### src/design/decode_pkg.sv
package decode_pkg;

  localparam int xlen       = 32;
  localparam int reg_addr_w = 5;
  localparam int alu_op_w   = 12;

  // bit positions inside alu_op_t
  localparam int alu_add  = 0;
  localparam int alu_sub  = 1;
  localparam int alu_slt  = 2;
  localparam int alu_sltu = 3;
  localparam int alu_and  = 4;
  localparam int alu_nor  = 5;
  localparam int alu_or   = 6;
  localparam int alu_xor  = 7;
  localparam int alu_sll  = 8;
  localparam int alu_srl  = 9;
  localparam int alu_sra  = 10;
  localparam int alu_lui  = 11;

  // major opcode, inst[31:26]
  localparam logic [5:0] op_grp_int   = 6'h00;
  localparam logic [5:0] op_lu12i_w   = 6'h05;
  localparam logic [5:0] op_pcaddu12i = 6'h07;
  localparam logic [5:0] op_grp_mem   = 6'h0a;
  localparam logic [5:0] op_jirl      = 6'h13;
  localparam logic [5:0] op_b         = 6'h14;
  localparam logic [5:0] op_bl        = 6'h15;
  localparam logic [5:0] op_beq       = 6'h16;
  localparam logic [5:0] op_bne       = 6'h17;
  localparam logic [5:0] op_blt       = 6'h18;
  localparam logic [5:0] op_bge       = 6'h19;
  localparam logic [5:0] op_bltu      = 6'h1a;
  localparam logic [5:0] op_bgeu      = 6'h1b;

  // inst[25:22] within the integer group
  localparam logic [3:0] op_sub_reg   = 4'h0;
  localparam logic [3:0] op_sub_shift = 4'h1;
  localparam logic [3:0] op_slti      = 4'h8;
  localparam logic [3:0] op_sltui     = 4'h9;
  localparam logic [3:0] op_addi_w    = 4'ha;
  localparam logic [3:0] op_andi      = 4'hd;
  localparam logic [3:0] op_ori       = 4'he;
  localparam logic [3:0] op_xori      = 4'hf;

  // inst[21:20]
  localparam logic [1:0] op_fmt_3r    = 2'h1;
  localparam logic [1:0] op_fmt_shift = 2'h0;

  // inst[19:15], three-register forms
  localparam logic [4:0] op_add_w = 5'h00;
  localparam logic [4:0] op_sub_w = 5'h02;
  localparam logic [4:0] op_slt   = 5'h04;
  localparam logic [4:0] op_sltu  = 5'h05;
  localparam logic [4:0] op_nor   = 5'h08;
  localparam logic [4:0] op_and   = 5'h09;
  localparam logic [4:0] op_or    = 5'h0a;
  localparam logic [4:0] op_xor   = 5'h0b;
  localparam logic [4:0] op_sll_w = 5'h0e;
  localparam logic [4:0] op_srl_w = 5'h0f;
  localparam logic [4:0] op_sra_w = 5'h10;

  // inst[19:15], shift by ui5
  localparam logic [4:0] op_slli_w = 5'h01;
  localparam logic [4:0] op_srli_w = 5'h09;
  localparam logic [4:0] op_srai_w = 5'h11;

  // inst[25:22] within the memory group
  localparam logic [3:0] op_ld_b  = 4'h0;
  localparam logic [3:0] op_ld_h  = 4'h1;
  localparam logic [3:0] op_ld_w  = 4'h2;
  localparam logic [3:0] op_st_b  = 4'h4;
  localparam logic [3:0] op_st_h  = 4'h5;
  localparam logic [3:0] op_st_w  = 4'h6;
  localparam logic [3:0] op_ld_bu = 4'h8;
  localparam logic [3:0] op_ld_hu = 4'h9;

  typedef logic [reg_addr_w-1:0] reg_addr_t;
  typedef logic [alu_op_w-1:0]   alu_op_t;

  typedef struct packed {
    logic [xlen-1:0] pc;
    logic [31:0]     inst;
  } fetch_slot_t;

  typedef struct packed {
    reg_addr_t raddr1;
    reg_addr_t raddr2;
  } rf_req_t;

  typedef struct packed {
    logic [xlen-1:0] rj_value;
    logic [xlen-1:0] rkd_value;
  } rf_data_t;

  // what the pairing rule looks at
  typedef struct packed {
    logic      gr_we;
    reg_addr_t dest;
    logic      use_rj;
    logic      use_rkd;
    logic      may_jump;
    logic      is_ls;
  } hazard_t;

  typedef struct packed {
    alu_op_t         alu_op;
    logic [3:0]      mem_width;
    logic            may_jump;
    logic            use_rj_value;
    logic            use_less;
    logic            need_less;
    logic            use_zero;
    logic            need_zero;
    logic            src1_is_pc;
    logic            src2_is_imm;
    logic            src2_is_4;
    logic            gr_we;
    logic            mem_we;
    logic            res_from_mem;
    logic            is_unsigned;
    reg_addr_t       dest;
    logic [xlen-1:0] imm;
    logic [xlen-1:0] rj_value;
    logic [xlen-1:0] rkd_value;
    logic [xlen-1:0] pc;
  } exe_slot_t;

endpackage

### src/design/inst_decoder.sv
`timescale 1ns/1ps

module inst_decoder (
  input  decode_pkg::fetch_slot_t fetch,
  input  decode_pkg::rf_data_t    rf_data,
  output decode_pkg::rf_req_t     rf_req,
  output decode_pkg::exe_slot_t   slot,
  output decode_pkg::hazard_t     hazard
);
  import decode_pkg::*;

  logic [31:0] inst;
  logic [5:0]  op_31_26;
  logic [3:0]  op_25_22;
  logic [1:0]  op_21_20;
  logic [4:0]  op_19_15;
  reg_addr_t   rd;
  reg_addr_t   rj;
  reg_addr_t   rk;

  logic grp_int;
  logic grp_mem;
  logic is_3r;
  logic is_shift_imm;

  logic inst_add_w, inst_sub_w, inst_slt, inst_sltu;
  logic inst_nor, inst_and, inst_or, inst_xor;
  logic inst_sll_w, inst_srl_w, inst_sra_w;
  logic inst_slli_w, inst_srli_w, inst_srai_w;
  logic inst_addi_w, inst_slti, inst_sltui;
  logic inst_andi, inst_ori, inst_xori;
  logic inst_lu12i_w, inst_pcaddu12i;
  logic inst_ld_b, inst_ld_h, inst_ld_w, inst_ld_bu, inst_ld_hu;
  logic inst_st_b, inst_st_h, inst_st_w;
  logic inst_jirl, inst_b, inst_bl;
  logic inst_beq, inst_bne, inst_blt, inst_bge, inst_bltu, inst_bgeu;

  logic ld_any;
  logic st_any;
  logic br_cond;
  logic alu_reg;
  logic alu_imm;

  alu_op_t         alu_op;
  logic [3:0]      mem_width;
  logic            need_ui5, need_si12, need_ui12, need_si16, need_si20, need_si26;
  logic [xlen-1:0] imm;
  logic            gr_we;
  logic            use_rj;
  logic            use_rkd;
  logic            may_jump;
  logic            src2_is_imm;
  logic            src_reg_is_rd;
  reg_addr_t       dest;

  assign inst     = fetch.inst;
  assign op_31_26 = inst[31:26];
  assign op_25_22 = inst[25:22];
  assign op_21_20 = inst[21:20];
  assign op_19_15 = inst[19:15];
  assign rd       = inst[4:0];
  assign rj       = inst[9:5];
  assign rk       = inst[14:10];

  assign grp_int      = op_31_26 == op_grp_int;
  assign grp_mem      = op_31_26 == op_grp_mem;
  assign is_3r        = grp_int && op_25_22 == op_sub_reg && op_21_20 == op_fmt_3r;
  assign is_shift_imm = grp_int && op_25_22 == op_sub_shift && op_21_20 == op_fmt_shift;

  assign inst_add_w  = is_3r && op_19_15 == op_add_w;
  assign inst_sub_w  = is_3r && op_19_15 == op_sub_w;
  assign inst_slt    = is_3r && op_19_15 == op_slt;
  assign inst_sltu   = is_3r && op_19_15 == op_sltu;
  assign inst_nor    = is_3r && op_19_15 == op_nor;
  assign inst_and    = is_3r && op_19_15 == op_and;
  assign inst_or     = is_3r && op_19_15 == op_or;
  assign inst_xor    = is_3r && op_19_15 == op_xor;
  assign inst_sll_w  = is_3r && op_19_15 == op_sll_w;
  assign inst_srl_w  = is_3r && op_19_15 == op_srl_w;
  assign inst_sra_w  = is_3r && op_19_15 == op_sra_w;
  assign inst_slli_w = is_shift_imm && op_19_15 == op_slli_w;
  assign inst_srli_w = is_shift_imm && op_19_15 == op_srli_w;
  assign inst_srai_w = is_shift_imm && op_19_15 == op_srai_w;

  assign inst_slti   = grp_int && op_25_22 == op_slti;
  assign inst_sltui  = grp_int && op_25_22 == op_sltui;
  assign inst_addi_w = grp_int && op_25_22 == op_addi_w;
  assign inst_andi   = grp_int && op_25_22 == op_andi;
  assign inst_ori    = grp_int && op_25_22 == op_ori;
  assign inst_xori   = grp_int && op_25_22 == op_xori;

  // bit 25 must be clear for both u12i forms
  assign inst_lu12i_w   = op_31_26 == op_lu12i_w && !inst[25];
  assign inst_pcaddu12i = op_31_26 == op_pcaddu12i && !inst[25];

  assign inst_ld_b  = grp_mem && op_25_22 == op_ld_b;
  assign inst_ld_h  = grp_mem && op_25_22 == op_ld_h;
  assign inst_ld_w  = grp_mem && op_25_22 == op_ld_w;
  assign inst_ld_bu = grp_mem && op_25_22 == op_ld_bu;
  assign inst_ld_hu = grp_mem && op_25_22 == op_ld_hu;
  assign inst_st_b  = grp_mem && op_25_22 == op_st_b;
  assign inst_st_h  = grp_mem && op_25_22 == op_st_h;
  assign inst_st_w  = grp_mem && op_25_22 == op_st_w;

  assign inst_jirl = op_31_26 == op_jirl;
  assign inst_b    = op_31_26 == op_b;
  assign inst_bl   = op_31_26 == op_bl;
  assign inst_beq  = op_31_26 == op_beq;
  assign inst_bne  = op_31_26 == op_bne;
  assign inst_blt  = op_31_26 == op_blt;
  assign inst_bge  = op_31_26 == op_bge;
  assign inst_bltu = op_31_26 == op_bltu;
  assign inst_bgeu = op_31_26 == op_bgeu;

  assign ld_any  = inst_ld_b | inst_ld_h | inst_ld_w | inst_ld_bu | inst_ld_hu;
  assign st_any  = inst_st_b | inst_st_h | inst_st_w;
  assign br_cond = inst_beq | inst_bne | inst_blt | inst_bge | inst_bltu | inst_bgeu;
  assign alu_reg = inst_add_w | inst_sub_w | inst_slt | inst_sltu | inst_nor | inst_and
                 | inst_or | inst_xor | inst_sll_w | inst_srl_w | inst_sra_w;
  assign alu_imm = inst_slli_w | inst_srli_w | inst_srai_w | inst_addi_w | inst_slti
                 | inst_sltui | inst_andi | inst_ori | inst_xori;

  // address math and link values go through the adder
  assign alu_op[alu_add]  = inst_add_w | inst_addi_w | ld_any | st_any | inst_jirl | inst_bl
                          | inst_pcaddu12i;
  assign alu_op[alu_sub]  = inst_sub_w | inst_beq | inst_bne;
  assign alu_op[alu_slt]  = inst_slt | inst_slti | inst_blt | inst_bge;
  assign alu_op[alu_sltu] = inst_sltu | inst_sltui | inst_bltu | inst_bgeu;
  assign alu_op[alu_and]  = inst_and | inst_andi;
  assign alu_op[alu_nor]  = inst_nor;
  assign alu_op[alu_or]   = inst_or | inst_ori;
  assign alu_op[alu_xor]  = inst_xor | inst_xori;
  assign alu_op[alu_sll]  = inst_sll_w | inst_slli_w;
  assign alu_op[alu_srl]  = inst_srl_w | inst_srli_w;
  assign alu_op[alu_sra]  = inst_sra_w | inst_srai_w;
  assign alu_op[alu_lui]  = inst_lu12i_w;

  assign need_ui5  = inst_slli_w | inst_srli_w | inst_srai_w;
  assign need_si12 = inst_addi_w | inst_slti | inst_sltui | ld_any | st_any;
  assign need_ui12 = inst_andi | inst_ori | inst_xori;
  assign need_si16 = inst_jirl | br_cond;
  assign need_si20 = inst_lu12i_w | inst_pcaddu12i;
  assign need_si26 = inst_b | inst_bl;

  always_comb
  begin
    if (need_si20)
      imm = {inst[24:5], 12'b0};
    else if (need_ui5)
      imm = {{(xlen-5){1'b0}}, rk};
    else if (need_si26)
      imm = {{6{inst[9]}}, inst[9:0], inst[25:10]};
    else if (need_si16)
      imm = {{16{inst[25]}}, inst[25:10]};
    else if (need_ui12)
      imm = {20'b0, inst[21:10]};
    else if (need_si12)
      imm = {{20{inst[21]}}, inst[21:10]};
    else
      imm = '0;
  end

  always_comb
  begin
    if (inst_ld_w | inst_st_w)
      mem_width = 4'hf;
    else if (inst_ld_h | inst_ld_hu | inst_st_h)
      mem_width = 4'h3;
    else if (inst_ld_b | inst_ld_bu | inst_st_b)
      mem_width = 4'h1;
    else
      mem_width = 4'h0;
  end

  // unknown encodings fall through with every flag low
  assign gr_we         = alu_reg | alu_imm | inst_lu12i_w | inst_pcaddu12i | ld_any
                       | inst_jirl | inst_bl;
  assign use_rj        = alu_reg | alu_imm | ld_any | st_any | inst_jirl | br_cond;
  assign use_rkd       = alu_reg | st_any | br_cond;
  assign may_jump      = br_cond | inst_jirl | inst_b | inst_bl;
  assign src2_is_imm   = alu_imm | ld_any | st_any | inst_lu12i_w | inst_pcaddu12i;
  assign src_reg_is_rd = st_any | br_cond;
  assign dest          = inst_bl ? reg_addr_t'(1) : rd;

  assign rf_req.raddr1 = rj;
  assign rf_req.raddr2 = src_reg_is_rd ? rd : rk;

  always_comb
  begin
    slot.alu_op       = alu_op;
    slot.mem_width    = mem_width;
    slot.may_jump     = may_jump;
    slot.use_rj_value = inst_jirl;
    slot.use_less     = inst_blt | inst_bltu | inst_bge | inst_bgeu;
    slot.need_less    = inst_blt | inst_bltu;
    slot.use_zero     = inst_beq | inst_bne;
    slot.need_zero    = inst_beq;
    slot.src1_is_pc   = inst_jirl | inst_bl | inst_pcaddu12i;
    slot.src2_is_imm  = src2_is_imm;
    slot.src2_is_4    = inst_jirl | inst_bl;
    slot.gr_we        = gr_we;
    slot.mem_we       = st_any;
    slot.res_from_mem = ld_any;
    slot.is_unsigned  = inst_ld_bu | inst_ld_hu;
    slot.dest         = dest;
    slot.imm          = imm;
    slot.rj_value     = rf_data.rj_value;
    slot.rkd_value    = rf_data.rkd_value;
    slot.pc           = fetch.pc;
  end

  always_comb
  begin
    hazard.gr_we    = gr_we;
    hazard.dest     = dest;
    hazard.use_rj   = use_rj;
    hazard.use_rkd  = use_rkd;
    hazard.may_jump = may_jump;
    hazard.is_ls    = |mem_width;
  end

  // overlapping opcode constants would light two ALU ops
  always_comb
  begin
    a_alu_onehot: assert final ($onehot0(alu_op))
      else $error("alu_op %h not one-hot for inst %h", alu_op, inst);
  end

endmodule

### src/design/issue_ctrl.sv
`timescale 1ns/1ps

module issue_ctrl (
  input  decode_pkg::hazard_t haz0,
  input  decode_pkg::hazard_t haz1,
  input  decode_pkg::rf_req_t rf_req1,
  input  logic                fetch0_valid,
  input  logic                fetch1_valid,
  input  logic                exe_ready,
  output logic                issue0,
  output logic                issue1,
  output logic [1:0]          pop
);
  import decode_pkg::*;

  reg_addr_t wr0;
  logic      raw_rj;
  logic      raw_rkd;
  logic      need_single;

  // r0 writes never create a dependency
  assign wr0 = haz0.gr_we ? haz0.dest : '0;

  assign raw_rj  = haz1.use_rj && rf_req1.raddr1 == wr0;
  assign raw_rkd = haz1.use_rkd && rf_req1.raddr2 == wr0;

  // slot 1 waits behind jumps, memory ops and a RAW on slot 0
  assign need_single = haz0.may_jump
                     | haz0.is_ls
                     | haz1.is_ls
                     | ((wr0 != '0) && (raw_rj || raw_rkd));

  assign issue0 = fetch0_valid;
  assign issue1 = fetch1_valid & ~need_single;

  // fetch only pops what execute takes this edge
  assign pop = {issue1, issue0} & {2{exe_ready}};

endmodule

### src/design/issue_reg.sv
`timescale 1ns/1ps

module issue_reg (
  input  logic                  clk,
  input  logic                  arst_n,
  input  logic                  flush,
  input  logic                  exe_ready,
  input  logic                  issue0,
  input  logic                  issue1,
  input  decode_pkg::exe_slot_t slot0_in,
  input  decode_pkg::exe_slot_t slot1_in,
  output decode_pkg::exe_slot_t exe0,
  output decode_pkg::exe_slot_t exe1,
  output logic                  exe0_valid,
  output logic                  exe1_valid
);
  import decode_pkg::*;

  exe_slot_t  slot0_q;
  exe_slot_t  slot1_q;
  logic [1:0] valid_q;

  // flush wins over a load from decode
  always_ff @(posedge clk or negedge arst_n)
  begin
    if (!arst_n)
    begin
      slot0_q <= '0;
      slot1_q <= '0;
      valid_q <= 2'b00;
    end
    else if (flush)
    begin
      slot0_q <= '0;
      slot1_q <= '0;
      valid_q <= 2'b00;
    end
    else if (exe_ready)
    begin
      slot0_q <= slot0_in;
      slot1_q <= slot1_in;
      valid_q <= {issue1, issue0};
    end
  end

  assign exe0       = slot0_q;
  assign exe1       = slot1_q;
  assign exe0_valid = valid_q[0];
  assign exe1_valid = valid_q[1];

  a_flush_clears: assert property (@(posedge clk) disable iff (!arst_n)
    flush |=> valid_q == 2'b00);

  a_stall_holds: assert property (@(posedge clk) disable iff (!arst_n)
    (!exe_ready && !flush) |=> $stable(valid_q) && $stable(slot0_q) && $stable(slot1_q));

endmodule

### src/design/decode_stage.sv
`timescale 1ns/1ps

module decode_stage (
  input  logic                    clk,
  input  logic                    arst_n,
  input  decode_pkg::fetch_slot_t fetch0,
  input  decode_pkg::fetch_slot_t fetch1,
  input  logic                    fetch0_valid,
  input  logic                    fetch1_valid,
  output logic [1:0]              pop,
  input  logic                    exe_ready,
  input  logic                    flush,
  output decode_pkg::rf_req_t     rf_req0,
  output decode_pkg::rf_req_t     rf_req1,
  input  decode_pkg::rf_data_t    rf_data0,
  input  decode_pkg::rf_data_t    rf_data1,
  output decode_pkg::exe_slot_t   exe0,
  output decode_pkg::exe_slot_t   exe1,
  output logic                    exe0_valid,
  output logic                    exe1_valid
);
  import decode_pkg::*;

  exe_slot_t slot0;
  exe_slot_t slot1;
  hazard_t   haz0;
  hazard_t   haz1;
  logic      issue0;
  logic      issue1;

  inst_decoder u_dec0 (
    .fetch   (fetch0),
    .rf_data (rf_data0),
    .rf_req  (rf_req0),
    .slot    (slot0),
    .hazard  (haz0)
  );

  inst_decoder u_dec1 (
    .fetch   (fetch1),
    .rf_data (rf_data1),
    .rf_req  (rf_req1),
    .slot    (slot1),
    .hazard  (haz1)
  );

  // pairing only needs slot 1 read addresses
  issue_ctrl u_issue (
    .haz0         (haz0),
    .haz1         (haz1),
    .rf_req1      (rf_req1),
    .fetch0_valid (fetch0_valid),
    .fetch1_valid (fetch1_valid),
    .exe_ready    (exe_ready),
    .issue0       (issue0),
    .issue1       (issue1),
    .pop          (pop)
  );

  issue_reg u_reg (
    .clk        (clk),
    .arst_n     (arst_n),
    .flush      (flush),
    .exe_ready  (exe_ready),
    .issue0     (issue0),
    .issue1     (issue1),
    .slot0_in   (slot0),
    .slot1_in   (slot1),
    .exe0       (exe0),
    .exe1       (exe1),
    .exe0_valid (exe0_valid),
    .exe1_valid (exe1_valid)
  );

endmodule

### config.mk
export PLATFORM = sky130hd
export DESIGN_NAME = decode_stage
export DESIGN_NICKNAME = d
export VERILOG_FILES = /design/src/design/decode_pkg.sv /design/src/design/inst_decoder.sv /design/src/design/issue_ctrl.sv /design/src/design/issue_reg.sv /design/src/design/decode_stage.sv
export SDC_FILE = /design/constraint.sdc
export NUM_CORES = 1
export LEC_CHECK = 0
export BUFFER_PORTS_ARGS = -buffer_cell sky130_fd_sc_hd__buf_2
export CORE_AREA = 2 2 235 237
export CTS_CLUSTER_SIZE = 28
export DETAILED_ROUTE_END_ITERATION = 7
export DIE_AREA = 0 0 237 239
export PLACE_DENSITY = 0.61
export SLEW_MARGIN = 0
export SYNTH_ARGS = -nofsm -noshare
export SYNTH_HDL_FRONTEND = slang
export SYNTH_SLANG_ARGS = --single-unit
export TNS_END_PERCENT = 10
### constraint.sdc
create_clock -name clk -period 3.04 [get_ports clk]
set_input_delay 0.152 -clock clk [delete_from_list [all_inputs] [get_ports clk]]
set_output_delay 0.152 -clock clk [all_outputs]
set_load 0.005 [all_outputs]
==> flow_metrics.env <==
export IMPL_slew_headroom_pct=22.9
export IMPL_post_synth_top_area_fraction_pct=54.4
export IMPL_hold_class="in2reg"
export IMPL_synth_top_area_cell="dfrtp_1"
export IMPL_crit_start="fetch1[25]"
export IMPL_multi_input_area_um2=6200
export IMPL_final_setup_tns_ps=0
export IMPL_drc=0
export IMPL_postRouteAntennaNets=0
export IMPL_rsz0062_at_grt="no"
export IMPL_worstHoldStart="fetch1[22]"
export IMPL_ys_ff_latch=324
export IMPL_p_leak_nw=11.7
export IMPL_wl_per_cell_um=19.2
export IMPL_finalInstanceArea_um2=22200
export IMPL_syn_avg_cell_area_um2=10.2
export IMPL_nNetsFinal=2521
export IMPL_cp_max_fo=7
export IMPL_grt_overflow=0
export IMPL_cts_max_level=2
export IMPL_numCtsBuffers=38
export IMPL_n_fill_cell=5178
export IMPL_ys_types=79
export IMPL_gp_congestion=0.878
export IMPL_synth_edff_count=0
export IMPL_r2r_start="u_reg.exe1[156]"
export IMPL_seq_area_um2=8110
export IMPL_grtUsageTotal_pct=19.5
export IMPL_outcome="finished, final reports clean"
export IMPL_p_per_area_nw_per_um2=482
export IMPL_timing_worst_setup_path_type="in2out"
export IMPL_instances_no_fill=2989
export IMPL_grt_pass1_wl_um=87100
export IMPL_clock_sinks=324
export IMPL_clk_pin_slew_worst_paths_ps=60
export IMPL_peakVddDrop_mv=0.369
export IMPL_antenna_found_initial=2
export IMPL_finalMaxSlewViolations=0
export IMPL_reg2reg_depth=3
export IMPL_drv_cap=0
export IMPL_ios=610
export IMPL_fmax_mhz=342
export IMPL_die_area_um2=56600
export IMPL_core_area_um2=54300
export IMPL_hold_viol=0
export IMPL_setup_viol=0
export IMPL_reg2reg_to="u_reg.exe1[156]"
export IMPL_grt_max_degree=134
export IMPL_rows=86
export IMPL_drive_gt1_share_pct=31.8
export IMPL_synth_area_top_cells="dfrtp_1 (54%), mux2i_1 (13%), nor2_1 (8.2%)"
export IMPL_place_inst=2685
export IMPL_vias=14500
export IMPL_ys_flop_type="dfrtp_1"
export IMPL_root_buffer="clkbuf_16"
export IMPL_cts_buffer_depth=3
export IMPL_holdPathEnd="u_reg.exe1[108]"
export IMPL_dr_first_iter_drc_count=864
export IMPL_viasPerCell=4.86
export IMPL_post_route_period_util_pct=96.1
export IMPL_ys_warn_count=0
export IMPL_fin_crit_ps=2920
export IMPL_synthArstFlopShare_pct=100
export IMPL_drt_total_wl_um=57300
export IMPL_cts_tree="built"
export IMPL_arrival_ps=2770
export IMPL_io_buffer_count=609
export IMPL_grt_pass1_vias=15000
export IMPL_worstSkewPairLatency_ps=530
export IMPL_synth_area_um2=14900
export IMPL_die_y_um=239
export IMPL_crit_path_end_kind="output port"
export IMPL_worstMarginPinSlew_ps=1150
export IMPL_synth_fp_nets=1725
export IMPL_synthCells=1463
export IMPL_rrSetupSlack_ps=1760
export IMPL_seq_area_frac_synth_pct=54.4
export IMPL_place_hpwl_um=39800
export IMPL_cp_required_ps=2890
export IMPL_firstDrtPassIters=5
export IMPL_holdPathStages=3
export IMPL_areaGrowthSynthToFinish_pct=49.2
export IMPL_startpoint_type="primary input"
export IMPL_dieWidth_um=237
export IMPL_placed_area_um2=18600
export IMPL_fin_skew_ps=0
export IMPL_initial_core_util_pct=27.4
## through the flow
stage | total power, W | utilization, % | hold slack (ps) | setup slack (ps)
global route | 0.0112 | 40.9 | 39.9 | 8.10
floorplan | 0.00528 | - | -144 | 1130
detailed placement | 0.00599 | 34.2 | 248 | 524
global placement | 0.00596 | 34.2 | 235 | 482
finish | 0.0107 | 40.9 | 40.2 | 118
CTS | 0.0108 | 40.9 | 2.47 | 7.09
## worst max path at each step
stage | to | cells past startpoint | slack [ps]
floorplan | pop[1] | 10 | 1130
global placement | pop[1] | 9 | 480
detailed placement | pop[1] | 10 | 520
CTS | pop[1] | 11 | 7
global route | pop[1] | 11 | 8
finish | pop[1] | 11 | 120
## cell families (layout without fill, tap and decap cells)
group,count (synthesis),count (layout),share of synthesized area (%)
simple gates,561,561,16.7
flops,324,324,54.4
compound gates,231,231,10.5
mux,206,206,14.0
buf+inv,134,955,4.04
xor+xnor,7,7,0.412
other cells,0,1,0
## cell usage after synthesis (all sizes together) (5+ instances only)
cell type	number
a211oi	15
a21oi	66
a221oi	6
a22o	30
a31oi	5
buf	53
clkbuf	64
dfrtp	324
inv	17
mux2i	202
nand2	106
nand2b	12
nand3	24
nand4	7
nand4b	5
nor2	326
nor2b	13
nor3	30
nor4	6
o21ai	65
o22ai	5
or3	5
xnor2	5
## per-layer routing
layer / track usage (%) / part of all wire [%] / vias to the layer above
li1: - / - / 6621
met1: 23.5 / 40 / 7164
met2: 33.1 / 49 / 636
met3: 5.29 / 7.5 / 114
met4: 7.54 / 3.5 / 2
met5: 0 / 0.023 / -
## what timing repair did
| action | in CTS | in global routing |
|---|---|---|
| hold buffers | 238 | 0 |
| resized for setup | 0 | 2 |
| hold endpoints to repair | 339 | 0 |
| endpoints found under the setup margin | 0 | 1 |
| setup buffers | 0 | 0 |
## critical path, cell delays in order
cell and delay [ps]:
dlygate4sd3_1 530, buf_2 170, and2b_1 190, nand4b_1 180
o31a_2 340, mux2i_2 350, mux2i_1 120, o41ai_1 280
and3_1 220, o22ai_1 90, buf_2 140
## placed cells by master (no fill, tap or decap), types with 13 or more instances in the layout
master,count
o21ai_0,37
o21ai_1,28
clkbuf_16,39
nor2_1,325
nand2_1,106
mux2i_1,200
nor3_1,24
nor2b_1,13
nand3_1,24
dlygate4sd3_1,238
buf_2,606
a22o_1,30
dfrtp_1,324
buf_4,19
a21oi_1,63
inv_1,17
## final cells by class
class	instances	area share [%]
Antenna cell	1	0.0113
Multi-Input combinational cell	1005	27.9
Sequential cell	324	36.5
Inverter	17	0.287
Tap cell	704	3.96
Timing Repair Buffer	873	25.8
Clock buffer	55	5.02
Clock inverter	10	0.484
## sequential cells by signal, indices dropped and copies added, names as in the netlist
name,flops
u_reg.exe0,161
u_reg.exe1,161
u_reg.valid_q,2
## report_power, final
group	leakage, nW	internal, W	switching [W]
Sequential	4.36	0.00450	0.000112
Combinational	6.72	0.000738	0.000829
Clock	0.608	0.00271	0.00183
Power figures use the tool's default switching activity.
